<file path="config.mk">
export PLATFORM = sky130hd
export DESIGN_NAME = hisBuilder
export DESIGN_NICKNAME = d
export VERILOG_FILES = /design/src/rtl/hisBuilderPkg.sv /design/src/rtl/binEventIf.sv /design/src/rtl/acquisitionFsm.sv /design/src/rtl/histogramRam.sv /design/src/rtl/hisBuilder.sv
export VERILOG_INCLUDE_DIRS = /design/src /design/src/rtl
export SDC_FILE = /design/constraint.sdc
export NUM_CORES = 1
export LEC_CHECK = 0
export BUFFER_PORTS_ARGS = -buffer_cell sky130_fd_sc_hd__buf_2
export CORE_ASPECT_RATIO = 0.9
export CORE_MARGIN = 2
export CORE_UTILIZATION = 30
export CTS_BUF_LIST = sky130_fd_sc_hd__clkbuf_16
export CTS_CLUSTER_DIAMETER = 50
export CTS_CLUSTER_SIZE = 10
export DETAILED_ROUTE_END_ITERATION = 10
export HOLD_SLACK_MARGIN = 0.08
export SETUP_SLACK_MARGIN = 0.1
export SYNTH_ARGS = -nofsm -noshare
export SYNTH_HDL_FRONTEND = slang
export SYNTH_SLANG_ARGS = --single-unit
</file>
<file path="constraint.sdc">
create_clock -name clk -period 5.3 [get_ports clk]
set_input_delay 0 -clock clk [delete_from_list [all_inputs] [get_ports clk]]
set_output_delay 0 -clock clk [all_outputs]
set_load 0.01 [all_outputs]
</file>
<file path="src/rtl/hisBuilder_settings.svh">
`ifndef HISBUILDER_SETTINGS_SVH
`define HISBUILDER_SETTINGS_SVH

// ##########################################################################
// Sample format
// ##########################################################################

`define Np 10                 // Bits per raw sample.

// ##########################################################################
// Pixel geometry
// ##########################################################################

// One acquisition is ROWS rows of PIXEL_NUM_PER_RAM pixels.
`define ROWS 2
`define PIXEL_NUM_PER_RAM 3
`define PIXEL_NUM 6           // ROWS * PIXEL_NUM_PER_RAM.

// ##########################################################################
// Histogram shape
// ##########################################################################

`define BIN_BITS 3            // Top bits of the pixel code, 8 bins.
`define COUNT_WIDTH 4         // Counters stop at 15.

// Events that may be in flight between the sequencer and the memory.
// Two covers the read-modify-write round trip at one sample per cycle.
`define CREDITS 2

`endif

</file>
<file path="src/rtl/hisBuilderPkg.sv">
`include "hisBuilder_settings.svh"

package hisBuilderPkg;

    // ######################################################################
    // Data widths
    // ######################################################################

    typedef logic [`Np-1:0]          sample_t;      // One raw sample.
    typedef logic [2:0]              pixelIndex_t;  // Pixel 0 to 5.
    typedef logic [`BIN_BITS-1:0]    binIndex_t;
    typedef logic [`COUNT_WIDTH-1:0] binCount_t;    // Saturating counter.
    typedef logic [1:0]              credit_t;      // Holds 0 to `CREDITS.

    // ######################################################################
    // State machines
    // ######################################################################

    // Sample pairing in the sequencer.
    typedef enum logic {
        FIRST_SAMPLE,
        SECOND_SAMPLE
    } acqState_t;

    // Clear sweep in the memory.
    typedef enum logic {
        CLEARING,
        RUNNING
    } ramState_t;

endpackage

</file>
<file path="src/rtl/binEventIf.sv">
`timescale 1ns/100ps

// Bin events from the sequencer, credits back from the memory.
interface binEventIf import hisBuilderPkg::*; (
    input logic clk
);

    logic        eventValid;     // One cycle per event.
    pixelIndex_t eventPixel;
    binIndex_t   eventBin;
    logic        creditReturn;   // One cycle per counter write.

    modport source (
        input  clk,
        output eventValid,
        output eventPixel,
        output eventBin,
        input  creditReturn
    );

    // No ready here, every event is taken.
    modport sink (
        input  clk,
        input  eventValid,
        input  eventPixel,
        input  eventBin,
        output creditReturn
    );

endinterface

</file>
<file path="src/rtl/acquisitionFsm.sv">
`timescale 1ns/100ps
`include "hisBuilder_settings.svh"

module acquisitionFsm import hisBuilderPkg::*; (
    input  logic      clk,
    input  logic      reset,
    input  logic      wrEn,
    input  sample_t   data,
    input  logic      restart,      // High for the whole memory sweep.
    output logic      overflow,
    output logic      busy,
    binEventIf.source ev
);

    acqState_t     state;
    pixelIndex_t   row;
    pixelIndex_t   col;
    sample_t       firstSample;
    credit_t       credits;
    logic          pendValid;
    pixelIndex_t   pendPixel;
    binIndex_t     pendBin;

    logic          take;
    logic          newEvent;
    logic          issue;
    logic [`Np:0]  pairSum;
    sample_t       average;
    binIndex_t     binNow;
    pixelIndex_t   pixelNow;

    assign take     = wrEn && !restart;               // Samples are ignored during a sweep.
    assign newEvent = take && (state == SECOND_SAMPLE);
    assign issue    = (credits != '0) && (pendValid || newEvent);

    // Pixel code is the mean of the pair.
    assign pairSum  = {1'b0, firstSample} + {1'b0, data};
    assign average  = pairSum[`Np:1];
    assign binNow   = average[`Np-1 -: `BIN_BITS];
    assign pixelNow = pixelIndex_t'(row * `PIXEL_NUM_PER_RAM) + col;

    assign busy = pendValid || (credits != credit_t'(`CREDITS));

    // ######################################################################
    // Row, pixel and sample counters
    // ######################################################################

    always_ff @(posedge clk) begin
        if (reset || restart) begin
            state <= FIRST_SAMPLE;
            row   <= '0;
            col   <= '0;
        end else if (take) begin
            if (state == FIRST_SAMPLE) begin
                state <= SECOND_SAMPLE;
            end else begin
                state <= FIRST_SAMPLE;
                if (col == pixelIndex_t'(`PIXEL_NUM_PER_RAM - 1)) begin
                    col <= '0;
                    row <= (row == pixelIndex_t'(`ROWS - 1)) ? '0 : row + 1'b1;
                end else begin
                    col <= col + 1'b1;
                end
            end
        end
    end

    // ######################################################################
    // Credits and the pending slot
    // ######################################################################

    always_ff @(posedge clk) begin
        if (reset || restart) begin
            credits       <= credit_t'(`CREDITS);
            pendValid     <= 1'b0;
            ev.eventValid <= 1'b0;
            overflow      <= 1'b0;
        end else begin
            credits       <= credits - credit_t'(issue) + credit_t'(ev.creditReturn);
            ev.eventValid <= issue;
            if (pendValid) begin
                if (issue)
                    pendValid <= newEvent;             // Refilled by the newcomer.
                else if (newEvent)
                    overflow <= 1'b1;                  // Slot full, event lost.
            end else if (newEvent && !issue) begin
                pendValid <= 1'b1;
            end
        end
    end

    // Pending events leave first, so order is kept.
    always_ff @(posedge clk) begin
        if (take && (state == FIRST_SAMPLE))
            firstSample <= data;
        if (issue) begin
            ev.eventPixel <= pendValid ? pendPixel : pixelNow;
            ev.eventBin   <= pendValid ? pendBin : binNow;
        end
        // New event parks when the slot is free after this edge.
        if (newEvent && (pendValid == issue)) begin
            pendPixel <= pixelNow;
            pendBin   <= binNow;
        end
    end

endmodule

</file>
<file path="src/rtl/histogramRam.sv">
`timescale 1ns/100ps
`include "hisBuilder_settings.svh"

module histogramRam import hisBuilderPkg::*; (
    input  logic        clk,
    input  logic        reset,
    input  logic        clear,
    binEventIf.sink     ev,
    input  pixelIndex_t readPixel,
    input  binIndex_t   readBin,
    output binCount_t   readCount,
    output logic        clearing
);

    localparam int ADDR_W = $bits(pixelIndex_t) + `BIN_BITS;
    localparam int DEPTH  = `PIXEL_NUM << `BIN_BITS;     // 48 counters.

    binCount_t         mem [DEPTH];
    ramState_t         state;
    logic [ADDR_W-1:0] clearAddr;

    // Read stage.
    logic              rdValid;
    logic [ADDR_W-1:0] rdAddr;
    binCount_t         rdData;

    // Write stage.
    logic              wrValid;
    logic [ADDR_W-1:0] wrAddr;
    binCount_t         wrData;

    binCount_t         curCount;
    binCount_t         nextCount;

    assign clearing = (state == CLEARING);

    // Previous event to the same counter is still in the write stage.
    assign curCount  = (wrValid && (wrAddr == rdAddr)) ? wrData : rdData;
    assign nextCount = (curCount == '1) ? curCount : curCount + 1'b1;

    assign ev.creditReturn = wrValid;

    // ######################################################################
    // Sweep control and pipeline valids
    // ######################################################################

    always_ff @(posedge clk) begin
        if (reset || clear) begin
            state     <= CLEARING;
            clearAddr <= '0;
            rdValid   <= 1'b0;                // In-flight events are dropped.
            wrValid   <= 1'b0;
        end else begin
            rdValid <= ev.eventValid && (state == RUNNING);
            wrValid <= rdValid;
            if (state == CLEARING) begin
                clearAddr <= clearAddr + 1'b1;
                if (clearAddr == ADDR_W'(DEPTH - 1))
                    state <= RUNNING;
            end
        end
    end

    // ######################################################################
    // Counter array
    // ######################################################################

    // Zero one counter per cycle while sweeping, else commit the increment.
    always_ff @(posedge clk) begin
        if (state == CLEARING)
            mem[clearAddr] <= '0;
        else if (rdValid)
            mem[rdAddr] <= nextCount;
    end

    always_ff @(posedge clk) begin
        rdAddr <= {ev.eventPixel, ev.eventBin};
        rdData <= mem[{ev.eventPixel, ev.eventBin}];
        wrAddr <= rdAddr;
        wrData <= nextCount;
    end

    // Readout port, one cycle latency.
    always_ff @(posedge clk) begin
        readCount <= mem[{readPixel, readBin}];
    end

endmodule

</file>
<file path="src/rtl/hisBuilder.sv">
`timescale 1ns/100ps

module hisBuilder import hisBuilderPkg::*; (
    input  logic        clk,
    input  logic        reset,
    input  logic        wrEn,
    input  sample_t     data,
    input  logic        clear,        // One-cycle pulse starts a sweep.
    input  pixelIndex_t readPixel,
    input  binIndex_t   readBin,
    output binCount_t   readCount,
    output logic        idle,
    output logic        overflow
);

    logic clearing;
    logic busy;

    // ######################################################################
    // Sequencer to memory link
    // ######################################################################

    binEventIf binLink (
        .clk (clk)
    );

    acquisitionFsm acquisitionFsm_inst (
        .clk      (clk),
        .reset    (reset),
        .wrEn     (wrEn),
        .data     (data),
        .restart  (clearing),      // Sweep restarts at row 0, pixel 0.
        .overflow (overflow),
        .busy     (busy),
        .ev       (binLink.source)
    );

    histogramRam histogramRam_inst (
        .clk       (clk),
        .reset     (reset),
        .clear     (clear),
        .ev        (binLink.sink),
        .readPixel (readPixel),
        .readBin   (readBin),
        .readCount (readCount),
        .clearing  (clearing)
    );

    // Readout is valid once the sweep is done and all credits are home.
    assign idle = !clearing && !busy;

endmodule

</file>
==> run_results.csv, run 1 <==
group,metric,value,unit
status,outcome,"finished, final reports clean",
timing,timing.slew.headroom,0.195,
timing,fin_worst_hold_slack,0.115,ns
finish,design_area,14100,µm²
placed_design,area_of_placed_instances,13000,µm²
global_route,first_global_vias,7664,
flow_run,maxCapViolCount,0,
floorplan,dieHeight,197,µm
finish,layout.cells.most_common_list,"sky130_fd_sc_hd__edfxtp_1 (214), sky130_fd_sc_hd__mux2i_1 (132), sky130_fd_sc_hd__nor2_1 (73)",
clock_tree,h-tree-depth,1,
placed_design,portBuffers,25,
setup_path,criticalPathCategory,"register to register",
logic_synthesis,synthesized_net_count,906,
power_and_ir_drop,clockPowerShare,0.446,
min_path,hold_path_class,"input pin to register",
clock_tree,clk_pin_slew_worst_paths,0.06,ns
timing,max_clock_freq,0.317,GHz
finish,num_antenna_cells,0,
routing,vias_per_cell,5.17,
logic_synthesis,synth-seq-area-share,0.590,
placed_design,globalplace.congestion,0.825,
routing,routed_wirelength,29300,µm
setup_path,worst_setup_path_start_kind,"register",
logic_synthesis,yosys.area_share.simple,0.0709,
timing,final_period_utilization,0.596,
logic_synthesis,synth_cell_types,60,
routing,drtPass1Iterations,7,
timing,slew_at_the_pin_closest_to_its_max_slew_limit,1.20,ns
routing,drt.antenna.violating_nets,0,
floorplan,fp.dieW,218,µm
logic_synthesis,synth.avg_cell_area,14.3,µm²
setup_path,critical-path-max-stage-delay,1.09,ns
setup_path,crit_fanout,64,
logic_synthesis,synth_enable_flop_cells,214,
logic_synthesis,synth_compound_area_frac,0.0901,
routing,vias,7585,
floorplan,floorplan.rows,70,
logic_synthesis,ys_warn_count,0,
logic_synthesis,synth_area,12400,µm²
floorplan,floorplan.io_pins,26,
logic_synthesis,synth_xor_xnor_area_share,0.0155,
floorplan,core_area,40700,µm²
timing,setup-tns-final,0,ns
clock_tree,cts_buffer_depth,3,
logic_synthesis,main_combinational_cell_family_by_area_after_synthesis,"multiplexers",
logic_synthesis,async_flop_share,0,
power_and_ir_drop,power-per-cell-area,300,nW/µm²
floorplan,die-area,43000,µm²
setup_path,setup.worst_path.end_class,"register",
power_and_ir_drop,comb_power_share,0.037,
timing,post-route-min-period,3.16,ns
timing,report.final.hold_viol_count,0,
floorplan,initial_utilization,0.305,
routing,drtIter0Drc,629,
global_route,gr-total-overflow,0,
clock_tree,numClockSinks,259,
clock_tree,cts_root_buf,"sky130_fd_sc_hd__clkbuf_16",
setup_path,cp_data_required_time,5.76,ns
routing,detail_route.drc_violations,0,
global_route,grt_pass1_wl,45400,µm
logic_synthesis,post_synth_mux_area_share,0.186,
finish,final_common_cell,"sky130_fd_sc_hd__edfxtp_1",
timing,setup_repair_after_global_routing_missed_its_margin,"false",
clock_tree,insertion_delay,0.57,ns
global_route,groute.usage.overall,0.139,
finish,relative_area_change_from_synthesis_to_final_layout,13.7,%
setup_path,cp.arrival,3.62,ns
clock_tree,tritoncts,"yes",
placed_design,dp.final_hpwl,19400,µm
power_and_ir_drop,switching_share,0.213,
clock_tree,post-cts-setup-buffers,0,
setup_path,chain_of_cells_forming_the_critical_path,"buf_12 -> mux2i_1 -> a22o_1 -> a221oi_1 -> o22ai_1 -> o41ai_2",
setup_path,critical-path-slowest-cell,"sky130_fd_sc_hd__edfxtp_1",
routing,wl_per_cell,20.0,µm
logic_synthesis,post_synth_fa_ha_maj_area_fraction,0.0177,
clock_tree,cts_resized,0,
global_route,grt_antenna_before_repair,0,
power_and_ir_drop,peak_supply_drop,241,µV
timing,setup_viol_count_final,0,
timing,timing.clock.skew,0.0157,ns
global_route,grt_start_max_net_pins,65,
clock_tree,cts_made_buffers,31,
finish,drive_gt1_frac,0.133,
finish,instances_no_fill,1467,
power_and_ir_drop,power.share.sequential,0.516,
power_and_ir_drop,intPower,3.34,mW
logic_synthesis,postSynth.topFlopCell,"sky130_fd_sc_hd__edfxtp_1",
placed_design,placedCellCount,1391,
setup_path,reg2reg_slack,2.14,ns
power_and_ir_drop,power,4.24,mW
power_and_ir_drop,power.switching,0.901,mW
timing,maxSlewViolCount,0,
power_and_ir_drop,power_leakage,4.94,nW
logic_synthesis,postSynthRegisterBits,259,
logic_synthesis,netlist_instances,869,
finish,layout.nets,939,
worst paths after layout:
| check | from | to | cells past startpoint |
|---|---|---|---|
| setup reg to reg | acquisitionFsm_inst.ev.eventBin[0] | histogramRam_inst.rdData[0] | 6 |
| hold reg to reg | histogramRam_inst.rdAddr[3] | histogramRam_inst.wrAddr[3] | 0 |
| setup / recovery | acquisitionFsm_inst.ev.eventBin[0] | histogramRam_inst.rdData[0] | 6 |
| hold / removal | readPixel[0] | histogramRam_inst.readCount[2] | 4 |
layer usage:
layer / GRT usage / wire [µm]
met5: 0 / 0
met1: 0.198 / 13700
met4: 0.0383 / 669
met2: 0.213 / 13100
met3: 0.0282 / 1820
cell usage after synthesis (all sizes together) (15+ instances only):
master,count,area [µm²]
a21oi,29,145
a221oi,17,149
a22o,16,140
a22oi,32,240
buf,29,239
clkbuf,24,92.6
dfxtp,45,901
edfxtp,214,6430
ha,16,200
mux2i,132,1320
mux4,40,942
nand2,35,131
nand2b,15,93.8
nor2,73,274
worst max-delay path, delay by kind of cell, from the launching register on:
family | cells | cell delay, ns
compound gates | 4 | 1.28
mux | 1 | 0.14
flops | 1 | 1.09
buf+inv | 1 | 0.47
metrics by stage:
step / setup slack (ns) / utilization
2_1_floorplan: 1.31 / -
3_3_place_gp: 2.22 / 0.320
5_1_grt: 1.86 / 0.347
4_1_cts: 2.18 / 0.347
3_5_place_dp: 2.21 / 0.320
6_report: 2.14 / 0.347
sequential cells by signal, summed over array words and instances (netlist names), 4 cells and up:
name / cells
acquisitionFsm_inst.firstSample: 10
histogramRam_inst.rdData: 4
histogramRam_inst.mem: 192
histogramRam_inst.clearAddr: 6
histogramRam_inst.readCount: 4
histogramRam_inst.wrAddr: 6
histogramRam_inst.wrData: 4
histogramRam_inst.rdAddr: 6
power by group through the flow:
| stage | clock (mW) | sequential, mW | combinational (mW) |
|---|---|---|---|
| global route | 2.01 | 2.19 | 0.169 |
| detailed placement | 0 | 2.23 | 0.147 |
| global placement | 0 | 2.23 | 0.147 |
| CTS | 1.94 | 2.19 | 0.158 |
| floorplan | 0 | 2.23 | 0.103 |
| finish | 1.89 | 2.19 | 0.158 |
cell type report:
type | count | area [µm²]
Clock inverter | 26 | 114
Clock buffer | 32 | 801
Tap cell | 540 | 676
Timing Repair Buffer | 53 | 408
Multi-Input combinational cell | 546 | 4760
Sequential cell | 259 | 7330
Inverter | 11 | 41.3
Fill cell | 3914 | 26600
kinds of logic after synthesis:
kind of cell,after synthesis
AND/OR/NAND/NOR,183
multiplexers,176
flip-flops,259
AO/OA/AOI/OAI,148
adder cells (fa/ha/maj),17
XOR/XNOR,22
buffers and inverters,64
what timing repair did:
action,CTS,global route
endpoints found under the hold margin,54,0
endpoints found under the setup margin,0,0
hold buffers,18,0
Power figures use the tool's default switching activity.
==> run 2, diff against run 1 <==
- ABC_AREA: default -> 1
- clock period: 5.3 -> 3.2 ns (I/O delays scaled with it)
==> run 2 against run 1 <==
Net effect: die area is 1.7% higher; critical path depth grew 5; core utilization shrank 0.15 points; critical path type unchanged; highest routed layer unchanged.
==> run_results.csv, run 2 <==
group,metric,value,unit
status,outcome,"finished, final reports clean",
setup_path,timing.reg2reg.worst_path_depth,11,
logic_synthesis,synth_top_cell_by_area,"sky130_fd_sc_hd__edfxtp_1",
placed_design,placedCellCount,1908,
timing,setup_repair_after_global_routing_missed_its_margin,"false",
routing,routed_wirelength,35400,µm
finish,fillerInstances,4170,
logic_synthesis,postSynth.topFlopCell,"sky130_fd_sc_hd__edfxtp_1",
floorplan,floorplan.io_pins,26,
timing,setup-tns-final,0,ns
logic_synthesis,synth-seq-area-share,0.580,
finish,multi_input_area,4620,µm²
clock_tree,cts_buffer_depth,3,
setup_path,critPathMostFrequentCell,"sky130_fd_sc_hd__nand2_1",
logic_synthesis,ys_warn_count,0,
global_route,grt_pass1_wl,55200,µm
timing,setup_viol_count_final,0,
timing,timing.slew.headroom,0.411,
finish,layout.cells.most_common_list,"sky130_fd_sc_hd__nand2_1 (314), sky130_fd_sc_hd__edfxtp_1 (214), sky130_fd_sc_hd__o21ai_0 (161)",
routing,drtPass1Iterations,6,
logic_synthesis,synth_cell_types,39,
setup_path,worst_setup_path_start_kind,"register",
global_route,first_global_vias,9681,
logic_synthesis,netlist_instances,1398,
clock_tree,cts_root_buf,"sky130_fd_sc_hd__clkbuf_16",
min_path,hold_path_class,"input pin to register",
power_and_ir_drop,comb_power_share,0.047,
setup_path,critical-path-max-stage-delay,0.57,ns
clock_tree,h-tree-depth,1,
timing,max_clock_freq,0.335,GHz
logic_synthesis,synthesized_net_count,1435,
floorplan,dieHeight,199,µm
logic_synthesis,synth_enable_flop_cells,214,
floorplan,floorplan.rows,71,
global_route,groute.usage.overall,0.163,
clock_tree,post-cts-setup-buffers,0,
finish,layout.nets,1453,
setup_path,worst_path_dominant_cell_family,"buffers and inverters",
finish,layout_top_registers,"histogramRam_inst.mem (192), acquisitionFsm_inst.firstSample (10)",
logic_synthesis,synth_area,12600,µm²
setup_path,timing.critical_path.depth,11,
floorplan,core_area,41700,µm²
finish,final_common_cell,"sky130_fd_sc_hd__nand2_1",
placed_design,dp.final_hpwl,21900,µm
power_and_ir_drop,power_leakage,5.43,nW
clock_tree,cts_made_buffers,31,
setup_path,critical-path-slowest-cell,"sky130_fd_sc_hd__dlygate4sd3_1",
timing,final_period_utilization,0.933,
floorplan,die-area,43800,µm²
logic_synthesis,postSynthRegisterBits,259,
power_and_ir_drop,switching_share,0.223,
routing,vias,10300,
setup_path,critical_path_buf_inv_count,3,
setup_path,cp.arrival,3.43,ns
timing,report.final.hold_viol_count,0,
setup_path,crit_fanout,2,
power_and_ir_drop,intPower,5.46,mW
logic_synthesis,synth.avg_cell_area,9.04,µm²
routing,wl_per_cell,17.8,µm
timing,slew_at_the_pin_closest_to_its_max_slew_limit,0.882,ns
setup_path,cp_data_required_time,3.65,ns
logic_synthesis,synth_top_cell_area_share,0.509,
placed_design,globalplace.congestion,0.888,
global_route,gr-total-overflow,0,
logic_synthesis,synth.most_common_cell,"sky130_fd_sc_hd__nand2_1",
placed_design,portBuffers,25,
logic_synthesis,async_flop_share,0,
finish,relative_area_change_from_synthesis_to_final_layout,13.9,%
global_route,grt_start_max_net_pins,132,
routing,detail_route.drc_violations,0,
floorplan,initial_utilization,0.303,
finish,num_antenna_cells,0,
clock_tree,clk_pin_slew_worst_paths,0.06,ns
clock_tree,tritoncts,"yes",
routing,drt.antenna.violating_nets,0,
routing,drtIter0Drc,1462,
global_route,grt_antenna_before_repair,0,
logic_synthesis,ys_top_cells_by_area,"sky130_fd_sc_hd__edfxtp_1 (51%), sky130_fd_sc_hd__nand2_1 (9.3%), sky130_fd_sc_hd__dfxtp_1 (7.1%)",
flow_run,maxCapViolCount,0,
setup_path,setup.worst_path.end_class,"register",
floorplan,fp.dieW,220,µm
power_and_ir_drop,power-per-cell-area,489,nW/µm²
finish,largest_register_by_flop_count,"histogramRam_inst.mem",
routing,vias_per_cell,5.17,
logic_synthesis,synth_top_cells_by_count,"sky130_fd_sc_hd__nand2_1 (314), sky130_fd_sc_hd__edfxtp_1 (214), sky130_fd_sc_hd__o21ai_0 (161)",
timing,timing.clock.skew,0.0272,ns
power_and_ir_drop,power.switching,1.57,mW
timing,post-route-min-period,2.98,ns
power_and_ir_drop,clockPowerShare,0.438,
setup_path,criticalPathCategory,"register to register",
timing,maxSlewViolCount,0,
power_and_ir_drop,peak_supply_drop,404,µV
power_and_ir_drop,power.share.sequential,0.515,
finish,drive_gt1_frac,0.0688,
finish,largest_reg_flops,192,
setup_path,chain_of_cells_forming_the_critical_path,"o21ai_0 -> o22ai_1 -> nand2_1 -> nand2_1 -> nand2_1 -> nand3_1 -> dlygate4sd3_1 -> nand3_1 -> dlygate4sd3_1 -> nand2_1 -> dlygate4sd3_1",
finish,ff_latch_area,7330,µm²
clock_tree,insertion_delay,0.57,ns
min_path,hold_path_depth,8,
finish,instances_no_fill,1987,
clock_tree,numClockSinks,259,
[run 2: cell types whose count changed in the layout (fill, tap and decap cells not counted), sizes merged, moves of 17 or more]
cell,change
nand2,+284
o21ai,+157
mux2i,-132
nand3,+122
nor2,+87
inv,+76
a21oi,+61
mux4,-40
a22oi,-32
o22ai,+22
o211ai,+18
a221oi,-17
[run 2: final cells by class]
cell class,count,share of cell area
Tap cell,547,0.0476
Sequential cell,259,0.509
Inverter,94,0.0249
Clock buffer,31,0.0539
Clock inverter,26,0.00765
Timing Repair Buffer,62,0.0357
Multi-Input combinational cell,968,0.321
[run 2: per-stage QoR]
step | hold WS [ns] | power (mW) | setup slack, ns | utilization | instance area, µm²
final | 0.136 | 7.03 | 0.215 | 0.345 | 14400
after detailed placement | 0.203 | 3.99 | 0.643 | 0.319 | 13300
after global placement | 0.202 | 3.99 | 0.776 | 0.319 | 13300
after global routing | 0.180 | 7.26 | 0.103 | 0.345 | 14400
after CTS | 0.118 | 7.07 | 0.282 | 0.345 | 14400
after floorplan | 0.0989 | 3.89 | 0.265 | - | 12600
[run 2: cell families after synthesis]
kind of cell             synth area share
AND/OR/NAND/NOR                     0.206
flip-flops                          0.580
adder cells (fa/ha/maj)            0.0174
buffers and inverters              0.0574
XOR/XNOR                          0.00416
AO/OA/AOI/OAI                       0.135
[run 2: worst paths after layout]
kind | from | endpoint | slack [ns]
worst max-delay path | histogramRam_inst.mem[5][1] | histogramRam_inst.readCount[1] | 0.22
worst min-delay path | readBin[2] | histogramRam_inst.readCount[2] | 0.14
worst max register to register | histogramRam_inst.mem[5][1] | histogramRam_inst.readCount[1] | 0.22
worst min register to register | histogramRam_inst.rdAddr[0] | histogramRam_inst.wrAddr[0] | 0.38
[run 2: metal layers]
| metal | track usage | up-vias | routed length (µm) |
|---|---|---|---|
| met5 | 0 | - | 0 |
| met4 | 0.0428 | 0 | 916 |
| met3 | 0.0315 | 82 | 3210 |
| met2 | 0.249 | 496 | 15200 |
| met1 | 0.235 | 4832 | 16100 |
| li1 | - | 4865 | - |
[run 2: timing repair]
action / in CTS / in global routing
resized for setup: 0 / 2
endpoints found under the setup margin: 0 / 1
hold endpoints to repair: 49 / 0
hold buffers: 22 / 0
[run 2: tightest hold or removal path: cells and delay by family]
| family | cells | cell delay [ns] |
|---|---|---|
| buffers and inverters | 2 | 0.25 |
| and+or+nand+nor | 6 | 0.42 |
[run 2: power by group through the flow]
stage | Combinational, mW | Clock (mW) | Sequential, mW
after global routing | 0.363 | 3.28 | 3.62
after detailed placement | 0.296 | 0 | 3.69
after global placement | 0.293 | 0 | 3.69
after floorplan | 0.193 | 0 | 3.69
final | 0.329 | 3.08 | 3.62
after CTS | 0.320 | 3.13 | 3.62
==> run 3, diff against run 2 <==
- REMOVE_ABC_BUFFERS: default -> 1
==> run 3 against run 2 <==
Net effect: power shrank 1.1%; clock power down 3%; wire length rose by 2.9%; critical endpoint is now histogramRam_inst.mem[20][2]; largest power group unchanged; critical path type unchanged; largest cell class unchanged; clock-buffer cell count unchanged; setup slack better by 0.35 ns; sequential share of layout area about the same; clock skew fell by 0.018 ns; final cell count up 0.25%.
==> run_results.csv, run 3 (synthesis results as in run 2) <==
group,metric,value,unit
clock_tree,cts_resized,0,
routing,routed_wirelength,36400,µm
finish,relative_area_change_from_synthesis_to_final_layout,13.7,%
finish,layout.cells.most_common_list,"sky130_fd_sc_hd__nand2_1 (314), sky130_fd_sc_hd__edfxtp_1 (214), sky130_fd_sc_hd__o21ai_0 (161)",
status,outcome,"finished, final reports clean",
power_and_ir_drop,power.share.sequential,0.521,
power_and_ir_drop,comb_power_share,0.047,
setup_path,cp.arrival,2.84,ns
routing,vias,10400,
power_and_ir_drop,power-per-cell-area,484,nW/µm²
global_route,groute.usage.overall,0.166,
min_path,hold_path_depth,2,
clock_tree,cts_buffer_depth,3,
floorplan,floorplan.io_pins,26,
routing,drtPass1Iterations,5,
finish,fillerInstances,4185,
setup_path,cp_data_required_time,3.41,ns
clock_tree,clk_pin_slew_worst_paths,0.06,ns
timing,slew_at_the_pin_closest_to_its_max_slew_limit,1.14,ns
finish,layout_top_registers,"histogramRam_inst.mem (192), acquisitionFsm_inst.firstSample (10)",
clock_tree,cts_made_buffers,30,
clock_tree,h-tree-depth,1,
finish,final_common_cell,"sky130_fd_sc_hd__nand2_1",
timing,setup_repair_after_global_routing_missed_its_margin,"false",
setup_path,setup.worst_path.end_class,"register",
routing,vias_per_cell,5.21,
clock_tree,numClockSinks,259,
power_and_ir_drop,power.switching,1.51,mW
global_route,grt_start_max_net_pins,72,
min_path,hold_path_class,"input pin to register",
clock_tree,insertion_delay,0.56,ns
floorplan,dieHeight,199,µm
power_and_ir_drop,power_leakage,5.45,nW
global_route,grt_pass1_wl,55900,µm
timing,fin_worst_hold_slack,0.172,ns
timing,maxSlewViolCount,0,
floorplan,fp.dieW,220,µm
placed_design,dp.final_hpwl,23100,µm
finish,drive_gt1_frac,0.0713,
setup_path,criticalPathCategory,"register to register",
routing,drtIter0Drc,1001,
flow_run,maxCapViolCount,0,
routing,drt.antenna.violating_nets,0,
floorplan,floorplan.rows,71,
timing,post-route-min-period,2.64,ns
timing,setup_viol_count_final,0,
placed_design,portBuffers,25,
power_and_ir_drop,power,6.95,mW
clock_tree,tritoncts,"yes",
global_route,gr-total-overflow,0,
routing,detail_route.drc_violations,0,
timing,final_period_utilization,0.824,
setup_path,worst_setup_path_start_kind,"register",
floorplan,initial_utilization,0.303,
finish,largest_register_by_flop_count,"histogramRam_inst.mem",
placed_design,globalplace.congestion,0.855,
floorplan,core_area,41700,µm²
finish,largest_reg_flops,192,
global_route,first_global_vias,9842,
floorplan,die-area,43800,µm²
routing,wl_per_cell,18.3,µm
setup_path,crit_fanout,10,
global_route,grt_antenna_before_repair,0,
finish,num_antenna_cells,0,
power_and_ir_drop,peak_supply_drop,375,µV
finish,layout.nets,1459,
setup_path,timing.reg2reg.worst_path_depth,6,
power_and_ir_drop,intPower,5.45,mW
power_and_ir_drop,clockPowerShare,0.432,
timing,max_clock_freq,0.379,GHz
clock_tree,cts_root_buf,"sky130_fd_sc_hd__clkbuf_16",
timing,timing.clock.skew,0.00891,ns
timing,report.final.hold_viol_count,0,
timing,timing.slew.headroom,0.239,
power_and_ir_drop,switching_share,0.217,
run 3: timing repair:
| action | CTS | global route |
|---|---|---|
| hold buffers | 20 | 0 |
| hold endpoints to repair | 49 | 0 |
| buffers inserted | 0 | 0 |
run 3: worst max-delay path, stage by stage (launching register included):
cell	delay (ns)
sky130_fd_sc_hd__dfxtp_1	0.56
sky130_fd_sc_hd__inv_1	0.17
sky130_fd_sc_hd__nand2_1	0.17
sky130_fd_sc_hd__o21ai_2	0.13
sky130_fd_sc_hd__a21oi_1	0.35
sky130_fd_sc_hd__nand2_1	0.45
sky130_fd_sc_hd__nor2_1	0.47
run 3: worst paths after layout:
path / from / end / slack [ns]
worst max-delay path: histogramRam_inst.state / histogramRam_inst.mem[20][2] / 0.56
worst min-delay path: data[4] / acquisitionFsm_inst.firstSample[4] / 0.17
worst max register to register: histogramRam_inst.state / histogramRam_inst.mem[20][2] / 0.56
worst min register to register: histogramRam_inst.rdAddr[5] / histogramRam_inst.wrAddr[5] / 0.37
run 3: layout make-up:
class | instances | area, µm² | share of cell area
repair buffers | 69 | 520 | 0.0362
multi-input cells | 968 | 4620 | 0.321
inverters | 94 | 354 | 0.0246
well taps | 547 | 684 | 0.0476
clock inverters | 24 | 93.8 | 0.00653
clock buffers | 31 | 776 | 0.0540
flip-flops and latches | 259 | 7330 | 0.510
run 3: power by group through the flow:
stage          clock (mW)  sequential [mW]  combinational [mW]
2_1_floorplan           0             3.69               0.151
6_report             3.00             3.62               0.326
5_1_grt              3.20             3.62               0.357
3_5_place_dp            0             3.69               0.299
4_1_cts              3.07             3.62               0.321
3_3_place_gp            0             3.69               0.296
run 3: metrics by stage:
step                instances  worst slack [ns]  setup TNS (ns)  utilization  area (µm²)
global placement         1917             0.770               0        0.319       13300
detailed placement       1917             0.654               0        0.319       13300
global route             1992             0.339               0        0.345       14400
finish                   1992             0.563               0        0.345       14400
floorplan                1321            -0.664           -2.64            -       12300
CTS                      1992             0.604               0        0.345       14400
run 3: metal layers:
metal / track usage / part of all wire / up-vias
met1: 0.229 / 0.43 / 4866
li1: - / - / 4873
met5: 0 / 0 / -
met4: 0.0589 / 0.033 / 0
met2: 0.258 / 0.44 / 539
met3: 0.0332 / 0.097 / 95
